### config.mk
export PLATFORM = sky130hd
export DESIGN_NAME = waveform_sel
export DESIGN_NICKNAME = d
export VERILOG_FILES = /design/src/hw/lab_pkg.sv /design/src/hw/tone_phase.sv /design/src/hw/waveform_sel.sv
export VERILOG_INCLUDE_DIRS = /design/src /design/src/hw
export SDC_FILE = /design/constraint.sdc
export NUM_CORES = 1
export LEC_CHECK = 0
export BUFFER_PORTS_ARGS = -buffer_cell sky130_fd_sc_hd__buf_4
export CORE_MARGIN = 2
export CORE_UTILIZATION = 61
export CTS_BUF_LIST = sky130_fd_sc_hd__clkbuf_8
export DETAILED_ROUTE_END_ITERATION = 8
export GPL_ROUTABILITY_DRIVEN = 1
export PLACE_DENSITY = 0.89
export SYNTH_ARGS = -nofsm -noshare
export SYNTH_HDL_FRONTEND = slang
export SYNTH_SLANG_ARGS = --single-unit
### constraint.sdc
create_clock -name clk -period 3.5 [get_ports clk]
set_input_delay 0.7 -clock clk [delete_from_list [all_inputs] [get_ports clk]]
set_output_delay 0.7 -clock clk [all_outputs]
set_load 0.03 [all_outputs]
### src/hw/lab_macros.svh
`ifndef LAB_MACROS_SVH
`define LAB_MACROS_SVH

// ----------------------------------------------------------------------
// audio path widths

`define W_SAMPLE     16
`define W_PHASE      16
`define W_OCTAVE     3

// phase increment at octave 0
`define TONE_STEP    64

// ----------------------------------------------------------------------
// oscilloscope trace

// keep one sample in this many
`define SCOPE_DECIM  4
// sample to screen rows
`define SCOPE_SHIFT  8

// ----------------------------------------------------------------------
// board and screen

`define SCREEN_W     640
`define SCREEN_H     480
`define W_X          10
`define W_Y          9
`define W_KEY        4
`define W_COLOR      4

`endif

### src/hw/lab_pkg.sv
`include "lab_macros.svh"

package lab_pkg;

    // ------------------------------------------------------------------
    // audio

    // signed pcm sample for the sound output
    typedef logic signed [`W_SAMPLE-1:0] sample_t;

    // unsigned phase, one full period per wrap
    typedef logic [`W_PHASE-1:0] phase_t;

    typedef logic [`W_OCTAVE-1:0] octave_t;

    // one-hot key selects the waveform
    typedef logic [`W_KEY-1:0] key_t;

    // ------------------------------------------------------------------
    // raster and scope

    typedef logic [`W_X-1:0] x_t;
    typedef logic [`W_Y-1:0] y_t;

    typedef logic [`W_COLOR-1:0] color_t;

    // trace memory entry, a screen row
    typedef logic [`W_Y-1:0] row_t;

    typedef enum logic [1:0] {
        wait_frame,
        armed,
        filling,
        holding
    } capture_state_t;

endpackage

### src/hw/tone_phase.sv
`include "lab_macros.svh"

module tone_phase (
    input  logic             clk,
    input  logic             rst,
    input  lab_pkg::octave_t octave,
    output lab_pkg::phase_t  phase
);

    import lab_pkg::*;

    // ------------------------------------------------------------------
    // step selection

    // increment at the lowest octave
    localparam phase_t base_step = phase_t'(`TONE_STEP);

    phase_t step;

    // every octave up doubles the step, so the pitch doubles too
    always_comb begin
        step = base_step << octave;
    end

    // ------------------------------------------------------------------
    // accumulator

    // free running, wraps once per tone period
    // period in cycles is 2**W_PHASE / step
    always_ff @(posedge clk or posedge rst) begin
        if (rst) begin
            phase <= '0;
        end else begin
            phase <= phase + step;
        end
    end

endmodule

### src/hw/waveform_sel.sv
`include "lab_macros.svh"

module waveform_sel (
    input  logic             clk,
    input  logic             rst,
    input  lab_pkg::octave_t octave,
    input  lab_pkg::key_t    waveform,
    output lab_pkg::sample_t sample
);

    import lab_pkg::*;

    // ------------------------------------------------------------------
    // constants

    // midpoint of the phase range, also the offset of an unsigned ramp
    localparam phase_t  half_scale = phase_t'(1) << (`W_PHASE - 1);

    // square levels, symmetric around zero
    localparam sample_t full_pos   = sample_t'(half_scale - phase_t'(1));
    localparam sample_t full_neg   = -full_pos;

    phase_t  phase;
    phase_t  tri_up;
    phase_t  tri_fold;
    sample_t saw_value;
    sample_t tri_value;
    sample_t sqr_value;
    sample_t next_sample;

    tone_phase phase_gen (
        .clk    (clk),
        .rst    (rst),
        .octave (octave),
        .phase  (phase)
    );

    // ------------------------------------------------------------------
    // waveform shapes

    // sawtooth: offset binary to two's complement
    always_comb begin
        saw_value = sample_t'({~phase[`W_PHASE-1], phase[`W_PHASE-2:0]});
    end

    // triangle: ramp up over the first half, back down over the second
    always_comb begin
        tri_up = {phase[`W_PHASE-2:0], 1'b0};
        if (phase[`W_PHASE-1]) begin
            tri_fold = ~tri_up;
        end else begin
            tri_fold = tri_up;
        end
        tri_value = sample_t'(tri_fold - half_scale);
    end

    always_comb begin
        if (phase[`W_PHASE-1]) begin
            sqr_value = full_neg;
        end else begin
            sqr_value = full_pos;
        end
    end

    // ------------------------------------------------------------------
    // selection

    // one key at a time, anything else is silence
    always_comb begin
        case (waveform)
            key_t'(1): next_sample = saw_value;
            key_t'(2): next_sample = tri_value;
            key_t'(4): next_sample = sqr_value;
            default:   next_sample = '0;
        endcase
    end

    // one cycle behind the phase it was built from
    always_ff @(posedge clk or posedge rst) begin
        if (rst) begin
            sample <= '0;
        end else begin
            sample <= next_sample;
        end
    end

endmodule

==> flow_metrics.py <==
metrics = {
    "clocking": {
        "h-tree-depth": 1,
        "clock_latency_ns": 0.26,
        "clk_path_buf_depth": 2,
        "numCtsBuffers": 3,
        "cts_root_buf": "clkbuf_8",
        "clk_pin_slew_ns": 0.07,
        "cts.sinks": 22,
        "post_cts_resized": 0,
        "post_cts_buffers": 0,
        "tritoncts": "built",
        "holdBufCountCts": 0,
    },
    "synth": {
        "synth_nets": 147,
        "synth-async-reset-ratio_pct": 100,
        "synth.distinct_cells": 39,
        "synth_top_area_cell": "dfrtp_1",
        "ys_warn_count": 0,
        "syn_avg_cell_area_um2": 10.3,
        "synth_seq_cells": 22,
        "syn_area_um2": 1320,
        "synth_edf_count": 0,
        "syn_inst": 129,
        "synth.area.top_cells": "dfrtp_1, ha_1, xor2_1",
        "yosys_most_used_dff": "dfrtp_1",
        "synth-seq-area-share_pct": 41.6,
        "synth_top_cell_area_share_pct": 41.6,
    },
    "worst_setup_path": {
        "crit_path_end_kind": "flip-flop",
        "required_ns": 3.68,
        "start_kind": "primary input",
        "critical_path_buf_inv_count": 1,
        "crit_arrival_ns": 2.52,
        "worstSetupPathType": "in2reg",
        "crit_family": "simple AND/OR/NAND/NOR gates",
        "crit_chain": "buf_4 > or3b_2 > fa_1 > nor2b_1 > o2111ai_1 > a31oi_1 > xor2_1",
        "slowest_stage": "or3b_2",
        "worstPathMaxFanout": 8,
        "cpPeakStageDelay_ns": 0.50,
    },
    "floorplan": {
        "die_h_um": 50.6,
        "pin_count": 25,
        "die_x_um": 50.6,
        "dieArea_um2": 2560,
        "start_util_pct": 66.1,
        "core_region_area_um2": 2000,
        "num_rows": 16,
    },
    "sta": {
        "setup_tns_ns": 0,
        "min_period_ns": 2.34,
        "final.period_utilization_pct": 66.7,
        "fmax_mhz": 428,
        "slew-limit-headroom_pct": 50.1,
        "finalHoldViolCount": 0,
        "worstMarginPinSlew_ns": 0.748,
        "hold_slack_ns": 0.558,
        "fin_skew_ns": 0.00186,
        "maxSlewViolCount": 0,
        "rsz0062_at_grt": "no",
        "setup_viol": 0,
    },
    "finish": {
        "synthToLayoutAreaGrowth_pct": 17.1,
        "drive_gt1_share_pct": 23.2,
        "final_nets": 170,
        "n_antenna_cell": 0,
        "layout_commonest_cell": "buf_4",
        "layoutNonFillerInstCount": 178,
        "final_util_pct": 77.4,
        "fillers": 139,
        "final_cell_mix": "buf_4, dfrtp_1, nand2_1",
    },
    "pwr": {
        "intPower_mw": 0.603,
        "combPwrFrac_pct": 39.7,
        "p_per_area_nw_per_um2": 623,
        "p_clk_share_pct": 18.1,
        "switching_share_pct": 37.6,
        "power.leakage_nw": 0.791,
        "power_switching_mw": 0.363,
        "seqPwrFrac_pct": 42.2,
        "vdd_drop_max_uv": 354,
    },
    "global_routing": {
        "grt_pass1_wl_um": 4170,
        "grt_util_all_layers_pct": 21.6,
        "antenna_found_initial": 0,
        "grt_pass1_vias": 949,
        "grt-ovfl-total": 0,
        "grt_max_degree": 23,
    },
    "place": {
        "hpwlAfterDp_um": 1870,
        "placedCellCount": 174,
        "routabilityCongestion": 0.855,
        "numPortBuffers": 24,
    },
    "outcome": {
        "outcome": "complete, no violations",
    },
    "route": {
        "drt_iter0_drc": 13,
        "wire_per_inst_um": 13.2,
        "vias_per_cell": 5.65,
        "routed_wl_um": 2350,
        "vias": 1006,
        "drc": 0,
        "drt_first_pass_iters": 4,
        "ant_nets": 0,
    },
    "flow_run": {
        "maxCapViolCount": 0,
    },
    "hold_path": {
        "hold_path_class": "reg2reg",
    },
}
power by group through the flow:
| stage | combinational (mW) | sequential (mW) | clock [mW] |
|---|---|---|---|
| floorplan | 0.289 | 0.403 | 0 |
| global placement | 0.361 | 0.405 | 0 |
| detailed placement | 0.382 | 0.408 | 0 |
| CTS | 0.384 | 0.405 | 0.179 |
| global route | 0.428 | 0.416 | 0.193 |
| finish | 0.383 | 0.407 | 0.175 |
path summary, 6_finish.rpt:
path	endpoint	from	cells after the start	slack, ns
hold reg to reg	sample[6]	phase_gen.phase[6]	1	0.56
hold / removal	sample[6]	phase_gen.phase[6]	1	0.56
setup / recovery	phase_gen.phase[14]	octave[1]	7	1.16
max in group asynchronous	phase_gen.phase[8]	rst	2	2.46
setup reg to reg	phase_gen.phase[14]	phase_gen.phase[6]	7	1.58
min in group asynchronous	sample[14]	rst	2	0.57
registers in the layout (all words and copies together), names as in the netlist:
register / cells
phase_gen.phase: 10
sample: 12
routing by layer:
layer	track usage, %	vias up	part of all wire, %
li1	-	504	-
met2	37.3	29	49
met4	9.91	0	2.0
met3	2.98	5	4.0
met5	0	-	0
met1	26.5	468	45
synth_stat cells, drive strengths merged (2+ instances only):
cell     n
inv      6
a211oi   2
nand2   13
ha       8
a21oi    5
dfrtp   22
a22oi    9
nor2     5
xor2    10
nor3b    2
nor2b    4
xnor2    6
a21o     2
o21ai    3
buf      6
and3b    3
nor3     5
stage by stage:
stage	power, mW	cell area, um^2	worst slack, ns
after floorplan	0.693	1320	1.22
after global placement	0.767	1500	1.01
after detailed placement	0.791	1500	0.904
after CTS	0.967	1550	1.17
after global routing	1.04	1550	1.07
final	0.966	1550	1.16
cell type report:
type                            count  area (um^2)  share of cell area, %
Sequential cell                    22          551                   35.5
Inverter                            6         22.5                   1.45
Multi-Input combinational cell     95          708                   45.7
Timing Repair Buffer               24          180                   11.6
Clock buffer                        4         55.1                   3.55
Tap cell                           27         33.8                   2.18
logic make-up after synthesis:
| logic type | synth area share [%] |
|---|---|
| and+or+nand+nor | 18.6 |
| AOI/OAI and AO/OA | 15.2 |
| DFF | 41.6 |
| xor gates and xnor gates | 10.6 |
| buffers and inverters | 4.91 |
| adders and majority gates | 9.07 |
Power figures use the tool's default switching activity.
